===== src/rtl/cdb_pkg.sv =====
`default_nettype none

package cdb_pkg;

	// rob tag and result word carried on either bus
	localparam int TAG_WIDTH = 6;
	localparam int WORD_WIDTH = 32;

	// read ports per register class
	localparam int N_READ = 2;

	// single-cycle requesters, index 0 wins
	// gpr: glw, alu, mov
	localparam int GPR_N_SINGLE = 3;
	// fpr: flw, fmov
	localparam int FPR_N_SINGLE = 2;

endpackage

`default_nettype wire


===== src/rtl/slot_delay.sv =====
`timescale 1ns/1ns
`default_nettype none

module slot_delay #(
	parameter int LEN = 8
) (
	input  logic clk,
	input  logic rst,
	input  logic in_valid,
	input  logic [cdb_pkg::TAG_WIDTH-1:0] in_tag,
	input  logic [cdb_pkg::WORD_WIDTH-1:0] in_data,
	output logic out_valid,
	output logic [cdb_pkg::TAG_WIDTH-1:0] out_tag,
	output logic [cdb_pkg::WORD_WIDTH-1:0] out_data
);
	import cdb_pkg::*;

	logic valid_q [LEN];
	logic [TAG_WIDTH-1:0] tag_q [LEN];
	logic [WORD_WIDTH-1:0] data_q [LEN];

	// head requester is never refused
	always_ff @(posedge clk) begin
		if (rst) begin
			for (int i = 0; i < LEN; i++) begin
				valid_q[i] <= 1'b0;
			end
		end else begin
			valid_q[0] <= in_valid;
			for (int i = 1; i < LEN; i++) begin
				valid_q[i] <= valid_q[i-1];
			end
		end
	end

	always_ff @(posedge clk) begin
		tag_q[0] <= in_tag;
		data_q[0] <= in_data;
		for (int i = 1; i < LEN; i++) begin
			tag_q[i] <= tag_q[i-1];
			data_q[i] <= data_q[i-1];
		end
	end

	assign out_valid = valid_q[LEN-1];
	assign out_tag = tag_q[LEN-1];
	assign out_data = data_q[LEN-1];

endmodule

`default_nettype wire


===== src/rtl/slot_segment.sv =====
`timescale 1ns/1ns
`default_nettype none

module slot_segment #(
	parameter int LEN = 2
) (
	input  logic clk,
	input  logic rst,
	input  logic up_valid,
	input  logic [cdb_pkg::TAG_WIDTH-1:0] up_tag,
	input  logic [cdb_pkg::WORD_WIDTH-1:0] up_data,
	input  logic local_valid,
	input  logic [cdb_pkg::TAG_WIDTH-1:0] local_tag,
	input  logic [cdb_pkg::WORD_WIDTH-1:0] local_data,
	output logic local_ready,
	output logic out_valid,
	output logic [cdb_pkg::TAG_WIDTH-1:0] out_tag,
	output logic [cdb_pkg::WORD_WIDTH-1:0] out_data
);
	import cdb_pkg::*;

	logic valid_q [LEN];
	logic [TAG_WIDTH-1:0] tag_q [LEN];
	logic [WORD_WIDTH-1:0] data_q [LEN];

	// slot already taken by a longer-latency booking
	assign local_ready = !up_valid;

	always_ff @(posedge clk) begin
		if (rst) begin
			for (int i = 0; i < LEN; i++) begin
				valid_q[i] <= 1'b0;
			end
		end else begin
			valid_q[0] <= up_valid || (local_valid && local_ready);
			for (int i = 1; i < LEN; i++) begin
				valid_q[i] <= valid_q[i-1];
			end
		end
	end

	// upstream booking wins the entry stage
	always_ff @(posedge clk) begin
		tag_q[0] <= up_valid ? up_tag : local_tag;
		data_q[0] <= up_valid ? up_data : local_data;
		for (int i = 1; i < LEN; i++) begin
			tag_q[i] <= tag_q[i-1];
			data_q[i] <= data_q[i-1];
		end
	end

	assign out_valid = valid_q[LEN-1];
	assign out_tag = tag_q[LEN-1];
	assign out_data = data_q[LEN-1];

endmodule

`default_nettype wire


===== src/rtl/cdb_drive.sv =====
`timescale 1ns/1ns
`default_nettype none

module cdb_drive #(
	parameter int N_SINGLE = 2
) (
	input  logic clk,
	input  logic rst,
	input  logic up_valid,
	input  logic [cdb_pkg::TAG_WIDTH-1:0] up_tag,
	input  logic [cdb_pkg::WORD_WIDTH-1:0] up_data,
	input  logic [N_SINGLE-1:0] single_valid,
	input  logic [cdb_pkg::TAG_WIDTH-1:0] single_tag [N_SINGLE],
	input  logic [cdb_pkg::WORD_WIDTH-1:0] single_data [N_SINGLE],
	output logic [N_SINGLE-1:0] single_ready,
	input  logic zero_valid,
	input  logic [cdb_pkg::TAG_WIDTH-1:0] zero_tag,
	input  logic [cdb_pkg::WORD_WIDTH-1:0] zero_data,
	output logic zero_ready,
	output logic cdb_valid,
	output logic [cdb_pkg::TAG_WIDTH-1:0] cdb_tag,
	output logic [cdb_pkg::WORD_WIDTH-1:0] cdb_data
);
	import cdb_pkg::*;

	logic blocked;
	logic sel_valid;
	logic [TAG_WIDTH-1:0] sel_tag;
	logic [WORD_WIDTH-1:0] sel_data;
	logic final_valid;
	logic [TAG_WIDTH-1:0] final_tag;
	logic [WORD_WIDTH-1:0] final_data;

	//////////////////////////////
	// single-cycle arbitration
	//////////////////////////////

	// lowest index first, all refused under an upstream booking
	always_comb begin
		blocked = up_valid;
		sel_valid = 1'b0;
		sel_tag = single_tag[0];
		sel_data = single_data[0];
		for (int i = 0; i < N_SINGLE; i++) begin
			single_ready[i] = !blocked;
			if (single_valid[i] && !blocked) begin
				sel_valid = 1'b1;
				sel_tag = single_tag[i];
				sel_data = single_data[i];
			end
			blocked = blocked || single_valid[i];
		end
	end

	//////////////////////////////
	// final stage and bus
	//////////////////////////////

	always_ff @(posedge clk) begin
		if (rst) begin
			final_valid <= 1'b0;
		end else begin
			final_valid <= up_valid || sel_valid;
		end
	end

	always_ff @(posedge clk) begin
		final_tag <= up_valid ? up_tag : sel_tag;
		final_data <= up_valid ? up_data : sel_data;
	end

	// zero-latency result only fills an empty slot
	assign zero_ready = !final_valid;

	assign cdb_valid = final_valid || zero_valid;
	assign cdb_tag = final_valid ? final_tag : zero_tag;
	assign cdb_data = final_valid ? final_data : zero_data;

endmodule

`default_nettype wire


===== src/rtl/operand_bypass.sv =====
`timescale 1ns/1ns
`default_nettype none

module operand_bypass (
	input  logic [cdb_pkg::N_READ-1:0] arch_valid,
	input  logic [cdb_pkg::TAG_WIDTH-1:0] arch_tag [cdb_pkg::N_READ],
	input  logic [cdb_pkg::WORD_WIDTH-1:0] arch_data [cdb_pkg::N_READ],
	input  logic [cdb_pkg::N_READ-1:0] rob_valid,
	input  logic [cdb_pkg::WORD_WIDTH-1:0] rob_data [cdb_pkg::N_READ],
	input  logic cdb_valid,
	input  logic [cdb_pkg::TAG_WIDTH-1:0] cdb_tag,
	input  logic [cdb_pkg::WORD_WIDTH-1:0] cdb_data,
	output logic [cdb_pkg::N_READ-1:0] read_valid,
	output logic [cdb_pkg::WORD_WIDTH-1:0] read_data [cdb_pkg::N_READ]
);
	import cdb_pkg::*;

	logic [N_READ-1:0] hit;

	for (genvar i = 0; i < N_READ; i++) begin : g_port
		// result broadcast this cycle for the renamed tag
		assign hit[i] = cdb_valid && cdb_tag == arch_tag[i];

		assign read_valid[i] = arch_valid[i] || hit[i] || rob_valid[i];
		assign read_data[i] = arch_valid[i] ? arch_data[i] :
		                      hit[i] ? cdb_data : rob_data[i];
	end

endmodule

`default_nettype wire


===== src/rtl/fpr_wb_bus.sv =====
`timescale 1ns/1ns
`default_nettype none

module fpr_wb_bus #(
	parameter int FDIV_LATENCY = 14,
	parameter int FADD_LATENCY = 6,
	parameter int FMUL_LATENCY = 4,
	parameter int ITOF_LATENCY = 3
) (
	input  logic clk,
	input  logic rst,
	input  logic fdiv_valid,
	input  logic [cdb_pkg::TAG_WIDTH-1:0] fdiv_tag,
	input  logic [cdb_pkg::WORD_WIDTH-1:0] fdiv_data,
	input  logic fadd_valid,
	input  logic [cdb_pkg::TAG_WIDTH-1:0] fadd_tag,
	input  logic [cdb_pkg::WORD_WIDTH-1:0] fadd_data,
	output logic fadd_ready,
	input  logic fmul_valid,
	input  logic [cdb_pkg::TAG_WIDTH-1:0] fmul_tag,
	input  logic [cdb_pkg::WORD_WIDTH-1:0] fmul_data,
	output logic fmul_ready,
	input  logic itof_valid,
	input  logic [cdb_pkg::TAG_WIDTH-1:0] itof_tag,
	input  logic [cdb_pkg::WORD_WIDTH-1:0] itof_data,
	output logic itof_ready,
	input  logic [cdb_pkg::FPR_N_SINGLE-1:0] fpr_single_valid,
	input  logic [cdb_pkg::TAG_WIDTH-1:0] fpr_single_tag [cdb_pkg::FPR_N_SINGLE],
	input  logic [cdb_pkg::WORD_WIDTH-1:0] fpr_single_data [cdb_pkg::FPR_N_SINGLE],
	output logic [cdb_pkg::FPR_N_SINGLE-1:0] fpr_single_ready,
	input  logic fin_valid,
	input  logic [cdb_pkg::TAG_WIDTH-1:0] fin_tag,
	input  logic [cdb_pkg::WORD_WIDTH-1:0] fin_data,
	output logic fin_ready,
	output logic fpr_cdb_valid,
	output logic [cdb_pkg::TAG_WIDTH-1:0] fpr_cdb_tag,
	output logic [cdb_pkg::WORD_WIDTH-1:0] fpr_cdb_data
);
	import cdb_pkg::*;

	// stage counts between entry points
	localparam int DIV_LEN = FDIV_LATENCY - FADD_LATENCY;
	localparam int ADD_LEN = FADD_LATENCY - FMUL_LATENCY;
	localparam int MUL_LEN = FMUL_LATENCY - ITOF_LATENCY;
	localparam int ITOF_LEN = ITOF_LATENCY - 1;

	logic div_valid;
	logic [TAG_WIDTH-1:0] div_tag;
	logic [WORD_WIDTH-1:0] div_data;
	logic add_valid;
	logic [TAG_WIDTH-1:0] add_tag;
	logic [WORD_WIDTH-1:0] add_data;
	logic mul_valid;
	logic [TAG_WIDTH-1:0] mul_tag;
	logic [WORD_WIDTH-1:0] mul_data;
	logic cvt_valid;
	logic [TAG_WIDTH-1:0] cvt_tag;
	logic [WORD_WIDTH-1:0] cvt_data;

	slot_delay #(.LEN(DIV_LEN)) div_chain (
		.clk, .rst,
		.in_valid(fdiv_valid), .in_tag(fdiv_tag), .in_data(fdiv_data),
		.out_valid(div_valid), .out_tag(div_tag), .out_data(div_data)
	);

	slot_segment #(.LEN(ADD_LEN)) add_seg (
		.clk, .rst,
		.up_valid(div_valid), .up_tag(div_tag), .up_data(div_data),
		.local_valid(fadd_valid), .local_tag(fadd_tag), .local_data(fadd_data),
		.local_ready(fadd_ready),
		.out_valid(add_valid), .out_tag(add_tag), .out_data(add_data)
	);

	slot_segment #(.LEN(MUL_LEN)) mul_seg (
		.clk, .rst,
		.up_valid(add_valid), .up_tag(add_tag), .up_data(add_data),
		.local_valid(fmul_valid), .local_tag(fmul_tag), .local_data(fmul_data),
		.local_ready(fmul_ready),
		.out_valid(mul_valid), .out_tag(mul_tag), .out_data(mul_data)
	);

	slot_segment #(.LEN(ITOF_LEN)) itof_seg (
		.clk, .rst,
		.up_valid(mul_valid), .up_tag(mul_tag), .up_data(mul_data),
		.local_valid(itof_valid), .local_tag(itof_tag), .local_data(itof_data),
		.local_ready(itof_ready),
		.out_valid(cvt_valid), .out_tag(cvt_tag), .out_data(cvt_data)
	);

	// flw ahead of fmov, fin fills empty cycles
	cdb_drive #(.N_SINGLE(FPR_N_SINGLE)) drive (
		.clk, .rst,
		.up_valid(cvt_valid), .up_tag(cvt_tag), .up_data(cvt_data),
		.single_valid(fpr_single_valid), .single_tag(fpr_single_tag),
		.single_data(fpr_single_data), .single_ready(fpr_single_ready),
		.zero_valid(fin_valid), .zero_tag(fin_tag), .zero_data(fin_data),
		.zero_ready(fin_ready),
		.cdb_valid(fpr_cdb_valid), .cdb_tag(fpr_cdb_tag), .cdb_data(fpr_cdb_data)
	);

endmodule

`default_nettype wire


===== src/rtl/gpr_wb_bus.sv =====
`timescale 1ns/1ns
`default_nettype none

module gpr_wb_bus #(
	parameter int FTOI_LATENCY = 3
) (
	input  logic clk,
	input  logic rst,
	input  logic ftoi_valid,
	input  logic [cdb_pkg::TAG_WIDTH-1:0] ftoi_tag,
	input  logic [cdb_pkg::WORD_WIDTH-1:0] ftoi_data,
	input  logic [cdb_pkg::GPR_N_SINGLE-1:0] gpr_single_valid,
	input  logic [cdb_pkg::TAG_WIDTH-1:0] gpr_single_tag [cdb_pkg::GPR_N_SINGLE],
	input  logic [cdb_pkg::WORD_WIDTH-1:0] gpr_single_data [cdb_pkg::GPR_N_SINGLE],
	output logic [cdb_pkg::GPR_N_SINGLE-1:0] gpr_single_ready,
	input  logic gin_valid,
	input  logic [cdb_pkg::TAG_WIDTH-1:0] gin_tag,
	input  logic [cdb_pkg::WORD_WIDTH-1:0] gin_data,
	output logic gin_ready,
	output logic gpr_cdb_valid,
	output logic [cdb_pkg::TAG_WIDTH-1:0] gpr_cdb_tag,
	output logic [cdb_pkg::WORD_WIDTH-1:0] gpr_cdb_data
);
	import cdb_pkg::*;

	// last stage lives in the drive block
	localparam int FTOI_LEN = FTOI_LATENCY - 1;

	logic cvt_valid;
	logic [TAG_WIDTH-1:0] cvt_tag;
	logic [WORD_WIDTH-1:0] cvt_data;

	slot_delay #(.LEN(FTOI_LEN)) ftoi_chain (
		.clk, .rst,
		.in_valid(ftoi_valid), .in_tag(ftoi_tag), .in_data(ftoi_data),
		.out_valid(cvt_valid), .out_tag(cvt_tag), .out_data(cvt_data)
	);

	// glw, alu, mov in that order, gin fills empty cycles
	cdb_drive #(.N_SINGLE(GPR_N_SINGLE)) drive (
		.clk, .rst,
		.up_valid(cvt_valid), .up_tag(cvt_tag), .up_data(cvt_data),
		.single_valid(gpr_single_valid), .single_tag(gpr_single_tag),
		.single_data(gpr_single_data), .single_ready(gpr_single_ready),
		.zero_valid(gin_valid), .zero_tag(gin_tag), .zero_data(gin_data),
		.zero_ready(gin_ready),
		.cdb_valid(gpr_cdb_valid), .cdb_tag(gpr_cdb_tag), .cdb_data(gpr_cdb_data)
	);

endmodule

`default_nettype wire


===== src/rtl/result_broadcast.sv =====
`timescale 1ns/1ns
`default_nettype none

module result_broadcast #(
	parameter int FDIV_LATENCY = 14,
	parameter int FADD_LATENCY = 6,
	parameter int FMUL_LATENCY = 4,
	parameter int ITOF_LATENCY = 3,
	parameter int FTOI_LATENCY = 3
) (
	input  logic clk,
	input  logic rst,
	// fpr requesters
	input  logic fdiv_valid,
	input  logic [cdb_pkg::TAG_WIDTH-1:0] fdiv_tag,
	input  logic [cdb_pkg::WORD_WIDTH-1:0] fdiv_data,
	input  logic fadd_valid,
	input  logic [cdb_pkg::TAG_WIDTH-1:0] fadd_tag,
	input  logic [cdb_pkg::WORD_WIDTH-1:0] fadd_data,
	output logic fadd_ready,
	input  logic fmul_valid,
	input  logic [cdb_pkg::TAG_WIDTH-1:0] fmul_tag,
	input  logic [cdb_pkg::WORD_WIDTH-1:0] fmul_data,
	output logic fmul_ready,
	input  logic itof_valid,
	input  logic [cdb_pkg::TAG_WIDTH-1:0] itof_tag,
	input  logic [cdb_pkg::WORD_WIDTH-1:0] itof_data,
	output logic itof_ready,
	input  logic [cdb_pkg::FPR_N_SINGLE-1:0] fpr_single_valid,
	input  logic [cdb_pkg::TAG_WIDTH-1:0] fpr_single_tag [cdb_pkg::FPR_N_SINGLE],
	input  logic [cdb_pkg::WORD_WIDTH-1:0] fpr_single_data [cdb_pkg::FPR_N_SINGLE],
	output logic [cdb_pkg::FPR_N_SINGLE-1:0] fpr_single_ready,
	input  logic fin_valid,
	input  logic [cdb_pkg::TAG_WIDTH-1:0] fin_tag,
	input  logic [cdb_pkg::WORD_WIDTH-1:0] fin_data,
	output logic fin_ready,
	output logic fpr_cdb_valid,
	output logic [cdb_pkg::TAG_WIDTH-1:0] fpr_cdb_tag,
	output logic [cdb_pkg::WORD_WIDTH-1:0] fpr_cdb_data,
	// gpr requesters
	input  logic ftoi_valid,
	input  logic [cdb_pkg::TAG_WIDTH-1:0] ftoi_tag,
	input  logic [cdb_pkg::WORD_WIDTH-1:0] ftoi_data,
	input  logic [cdb_pkg::GPR_N_SINGLE-1:0] gpr_single_valid,
	input  logic [cdb_pkg::TAG_WIDTH-1:0] gpr_single_tag [cdb_pkg::GPR_N_SINGLE],
	input  logic [cdb_pkg::WORD_WIDTH-1:0] gpr_single_data [cdb_pkg::GPR_N_SINGLE],
	output logic [cdb_pkg::GPR_N_SINGLE-1:0] gpr_single_ready,
	input  logic gin_valid,
	input  logic [cdb_pkg::TAG_WIDTH-1:0] gin_tag,
	input  logic [cdb_pkg::WORD_WIDTH-1:0] gin_data,
	output logic gin_ready,
	output logic gpr_cdb_valid,
	output logic [cdb_pkg::TAG_WIDTH-1:0] gpr_cdb_tag,
	output logic [cdb_pkg::WORD_WIDTH-1:0] gpr_cdb_data,
	// read ports
	input  logic [cdb_pkg::N_READ-1:0] fpr_arch_valid,
	input  logic [cdb_pkg::TAG_WIDTH-1:0] fpr_arch_tag [cdb_pkg::N_READ],
	input  logic [cdb_pkg::WORD_WIDTH-1:0] fpr_arch_data [cdb_pkg::N_READ],
	input  logic [cdb_pkg::N_READ-1:0] fpr_rob_valid,
	input  logic [cdb_pkg::WORD_WIDTH-1:0] fpr_rob_data [cdb_pkg::N_READ],
	output logic [cdb_pkg::N_READ-1:0] fpr_read_valid,
	output logic [cdb_pkg::WORD_WIDTH-1:0] fpr_read_data [cdb_pkg::N_READ],
	input  logic [cdb_pkg::N_READ-1:0] gpr_arch_valid,
	input  logic [cdb_pkg::TAG_WIDTH-1:0] gpr_arch_tag [cdb_pkg::N_READ],
	input  logic [cdb_pkg::WORD_WIDTH-1:0] gpr_arch_data [cdb_pkg::N_READ],
	input  logic [cdb_pkg::N_READ-1:0] gpr_rob_valid,
	input  logic [cdb_pkg::WORD_WIDTH-1:0] gpr_rob_data [cdb_pkg::N_READ],
	output logic [cdb_pkg::N_READ-1:0] gpr_read_valid,
	output logic [cdb_pkg::WORD_WIDTH-1:0] gpr_read_data [cdb_pkg::N_READ]
);

	//////////////////////////////
	// buses
	//////////////////////////////

	fpr_wb_bus #(
		.FDIV_LATENCY(FDIV_LATENCY),
		.FADD_LATENCY(FADD_LATENCY),
		.FMUL_LATENCY(FMUL_LATENCY),
		.ITOF_LATENCY(ITOF_LATENCY)
	) fpr_bus (
		.clk, .rst,
		.fdiv_valid, .fdiv_tag, .fdiv_data,
		.fadd_valid, .fadd_tag, .fadd_data, .fadd_ready,
		.fmul_valid, .fmul_tag, .fmul_data, .fmul_ready,
		.itof_valid, .itof_tag, .itof_data, .itof_ready,
		.fpr_single_valid, .fpr_single_tag, .fpr_single_data, .fpr_single_ready,
		.fin_valid, .fin_tag, .fin_data, .fin_ready,
		.fpr_cdb_valid, .fpr_cdb_tag, .fpr_cdb_data
	);

	gpr_wb_bus #(.FTOI_LATENCY(FTOI_LATENCY)) gpr_bus (
		.clk, .rst,
		.ftoi_valid, .ftoi_tag, .ftoi_data,
		.gpr_single_valid, .gpr_single_tag, .gpr_single_data, .gpr_single_ready,
		.gin_valid, .gin_tag, .gin_data, .gin_ready,
		.gpr_cdb_valid, .gpr_cdb_tag, .gpr_cdb_data
	);

	//////////////////////////////
	// operand reads
	//////////////////////////////

	operand_bypass fpr_bypass (
		.arch_valid(fpr_arch_valid), .arch_tag(fpr_arch_tag), .arch_data(fpr_arch_data),
		.rob_valid(fpr_rob_valid), .rob_data(fpr_rob_data),
		.cdb_valid(fpr_cdb_valid), .cdb_tag(fpr_cdb_tag), .cdb_data(fpr_cdb_data),
		.read_valid(fpr_read_valid), .read_data(fpr_read_data)
	);

	operand_bypass gpr_bypass (
		.arch_valid(gpr_arch_valid), .arch_tag(gpr_arch_tag), .arch_data(gpr_arch_data),
		.rob_valid(gpr_rob_valid), .rob_data(gpr_rob_data),
		.cdb_valid(gpr_cdb_valid), .cdb_tag(gpr_cdb_tag), .cdb_data(gpr_cdb_data),
		.read_valid(gpr_read_valid), .read_data(gpr_read_data)
	);

endmodule

`default_nettype wire


===== config.mk =====
export PLATFORM = sky130hd
export DESIGN_NAME = result_broadcast
export DESIGN_NICKNAME = d
export VERILOG_FILES = /design/src/rtl/cdb_pkg.sv /design/src/rtl/slot_delay.sv /design/src/rtl/slot_segment.sv /design/src/rtl/cdb_drive.sv /design/src/rtl/operand_bypass.sv /design/src/rtl/fpr_wb_bus.sv /design/src/rtl/gpr_wb_bus.sv /design/src/rtl/result_broadcast.sv
export SDC_FILE = /design/constraint.sdc
export NUM_CORES = 1
export LEC_CHECK = 0
export BUFFER_PORTS_ARGS = -buffer_cell sky130_fd_sc_hd__buf_4
export CORE_AREA = 2 2 377 379
export CTS_CLUSTER_SIZE = 40
export DETAILED_ROUTE_END_ITERATION = 10
export DIE_AREA = 0 0 379 381
export GPL_TIMING_DRIVEN = 1
export PLACE_DENSITY = 0.33
export SLEW_MARGIN = 15
export SYNTH_ARGS = -nofsm -noshare
export SYNTH_HDL_FRONTEND = slang
export SYNTH_SLANG_ARGS = --single-unit

===== constraint.sdc =====
create_clock -name clk -period 4 [get_ports clk]
set_input_delay 0.8 -clock clk [delete_from_list [all_inputs] [get_ports clk]]
set_output_delay 0.8 -clock clk [all_outputs]
set_load 0.03 [all_outputs]

==> out/metrics.cfg <==
[final_layout]
areaGrowthSynthToFinish_pct = 57.99
fin_nets = 3701
drive_gt1_frac = 0.4712
fin_util = 0.2406

[place]
post-dp-hpwl_mm = 99.10
io_buffers = 977
gp_congestion = 0.9408

[logic_synthesis]
ys_warn_count = 0
async_reset_ff_frac = 0
yosys_register_bits = 663
synth_area_per_cell_um2 = 10.90
synth-edff-count = 0
synthFlopType = dfxtp_1
syn_inst = 1964
syn_nets = 2722
synthesis.area_mm2 = 0.02140
synth-seq-area-share = 0.6201
synth_cell_type_count = 42

[job]
cap_violations = 0

[sta]
setup_viol = 0
fin_crit_ns = 3.830
slew_headroom = 0.3812
slew_violations = 0
worst_pin_slew_ns = 0.9024
min_period_over_period = 0.9574
timing.final.hold_violations = 0
rsz0062_at_grt = false
skew_ns = 0.03669
setup_tns_ns = 0
max_freq_mhz = 261.1

[clock_tree]
tritoncts = yes
cts.clk_slew.worst_paths_ns = 0.06
numCtsBuffers = 79
htreeDepth = 3
cts.sinks = 663
cts.path.max_buffers = 3
hold_buffers = 0
cts_root_buffer = clkbuf_16
insertion_delay_ns = 0.67

[grt]
grt_pass1_vias = 18670
grt_pass1_wl_mm = 159.9
grt_usage = 0.1617
grt_start_max_net_pins = 67
grt_antenna_before_repair = 43
globalRouteOverflowTotal = 0

[detailed_routing]
drt_iter0_drc = 879
final_antenna_net_count = 0
viasPerCell = 3.705
drt-pass1-iter-count = 5
drt_drc_violations_left = 0
via_count = 18150
routed_wl_mm = 121.3
post_drt_wl_per_cell_um = 24.76

[die]
core_mm2 = 0.1406
io_pins = 978
chipHeight_um = 381
start_util = 0.1523
die_w_um = 379
num_rows = 138
dieArea_mm2 = 0.1444

[worst_setup_path]
path_max_fanout = 11
cp_data_required_time_ns = 3.20
critical_path_class = flop to output pin
cp-end-kind = output pin
startpoint = gpr_bus.drive.final_valid$_SDFF_PP0_
arrival_ns = 3.03
reg2reg_depth = 6
critPathLaunchType = flop
reg2reg_from = gpr_bus.ftoi_chain.valid_q[0][1]$_SDFF_PP0_

[hold_path]
min_path_cells = 1
hp-class = input port to flop
worstHoldStart = ftoi_data[21]

[power_and_ir_drop]
ir_drop_mv = 0.2767
p_leak_uw = 0.01498
powerDensity_mw_per_mm2 = 507.1

[run_status]
status = finished, final reports clean

## kinds of logic (layout without fill, tap and decap cells)
kind of cell,Yosys count,after routing,share of synthesized area
other cells,0,7,0
mux,228,228,0.1160
compound gates,487,487,0.1411
flops,663,663,0.6201
buf+inv,212,1251,0.04308
simple gates,345,345,0.06787
xor+xnor,29,29,0.01187
## per-stage QoR
step           total power, uW  hold WS [ns]  cells  cell area [um^2]  setup WS (ns)
2_1_floorplan             8532        0.3096   1964             21400         0.4793
3_3_place_gp             10120        0.3096   4749             31080         0.2835
3_5_place_dp             10110        0.3121   4749             31080         0.2857
4_1_cts                  17550        0.1293   4892             33770        0.01577
5_1_grt                  17970        0.1421   4899             33810      0.0006577
6_report                 17150        0.2268   4900             33810         0.1703
## power breakdown
part           internal (uW)  switching, uW  total (uW)
registers               7050            148        7190
clock network           4160           3030        7190
logic                   1180           1580        2760
## worst max-delay path: stages (launching register included)
cell and delay [ns]:
dfxtp_4 0.41, buf_4 0.22, nor2b_2 0.19, a22oi_1 0.16, or3_1 0.39, buf_4 0.22, o41ai_1 0.47, o21ai_1 0.12
buf_4 0.18
## synthesized netlist by cell type (9+ instances only)
cell type	count	share of area
dfxtp_1	663	0.62
nand2_1	245	0.043
a21oi_1	166	0.039
mux2_2	130	0.068
mux2i_1	93	0.043
a31o_2	87	0.036
o21ai_0	75	0.018
o21ai_1	73	0.017
inv_1	72	0.013
clkbuf_1	61	0.011
buf_2	53	0.012
nor2_1	48	0.0084
a22oi_1	41	0.014
xnor2_1	24	0.0098
o31ai_1	16	0.0056
a31o_1	14	0.0057
nor2b_1	14	0.0041
nor4_1	13	0.0038
buf_4	12	0.0042
buf_1	11	0.0019
o41ai_1	9	0.0037
## sequential cells by signal (all words and copies together), names as in the netlist, 6 cells and up
signal                     cells
fpr_bus.add_seg.data_q        64
fpr_bus.add_seg.tag_q         12
fpr_bus.div_chain.data_q     256
fpr_bus.div_chain.tag_q       48
fpr_bus.div_chain.valid_q      8
fpr_bus.drive.final_data      32
fpr_bus.drive.final_tag        6
fpr_bus.itof_seg.data_q       64
fpr_bus.itof_seg.tag_q        12
fpr_bus.mul_seg.data_q        32
fpr_bus.mul_seg.tag_q          6
gpr_bus.drive.final_data      32
gpr_bus.drive.final_tag        6
gpr_bus.ftoi_chain.data_q     64
gpr_bus.ftoi_chain.tag_q      12
## per-layer routing
layer  global-route usage  up-vias  part of all wire
li1                     -     8687                 -
met1               0.1924     8551              0.41
met2               0.2772      697              0.49
met3              0.05413      179             0.079
met4              0.03990       40             0.021
met5                    0        -            0.0021
## cells in the final DEF (no fill, tap or decap), drive strengths merged, types with 4 or more instances in the layout
master and count:
clkinvlp 9, o21ai 148, a21oi 166, nor3 7
nor2b 14, diode 7, nor4 13, mux2 131
and2 4, buf 1037, o31ai 16, nor2 48
xnor2 24, nand2 245, dfxtp 663, clkbuf 104
bufinv 4, xor2 5, a31o 101, o41ai 9
mux2i 97, a22oi 41, clkinv 22, inv 75
## repair_timing
action | CTS | global route
endpoints found under the setup margin | 60 | 27
resized for setup | 9 | 4
setup buffers | 2 | 1
pin swaps | 1 | 1
## final timing paths
path | slack, ns | endpoint
setup / recovery | 0.17 | gpr_read_data[34]
hold / removal | 0.23 | gpr_bus.ftoi_chain.data_q[0][21]$_DFF_P_
setup reg to reg | 1.57 | gpr_bus.drive.final_data[31]$_DFF_P_
hold reg to reg | 0.30 | fpr_bus.itof_seg.data_q[0][35]$_DFF_P_
## area by class of cell
cell class | count | area (um^2)
inverter | 73 | 274.0
timing repair buffer | 1037 | 7930
clock buffer | 104 | 2181
sequential | 663 | 13290
clock inverter | 37 | 461.7
multi-input combinational | 1089 | 7300
fill | 15310 | 106700
antenna | 7 | 17.52
tap | 1890 | 2365
Note: power is estimated with default switching activity, not from simulation.
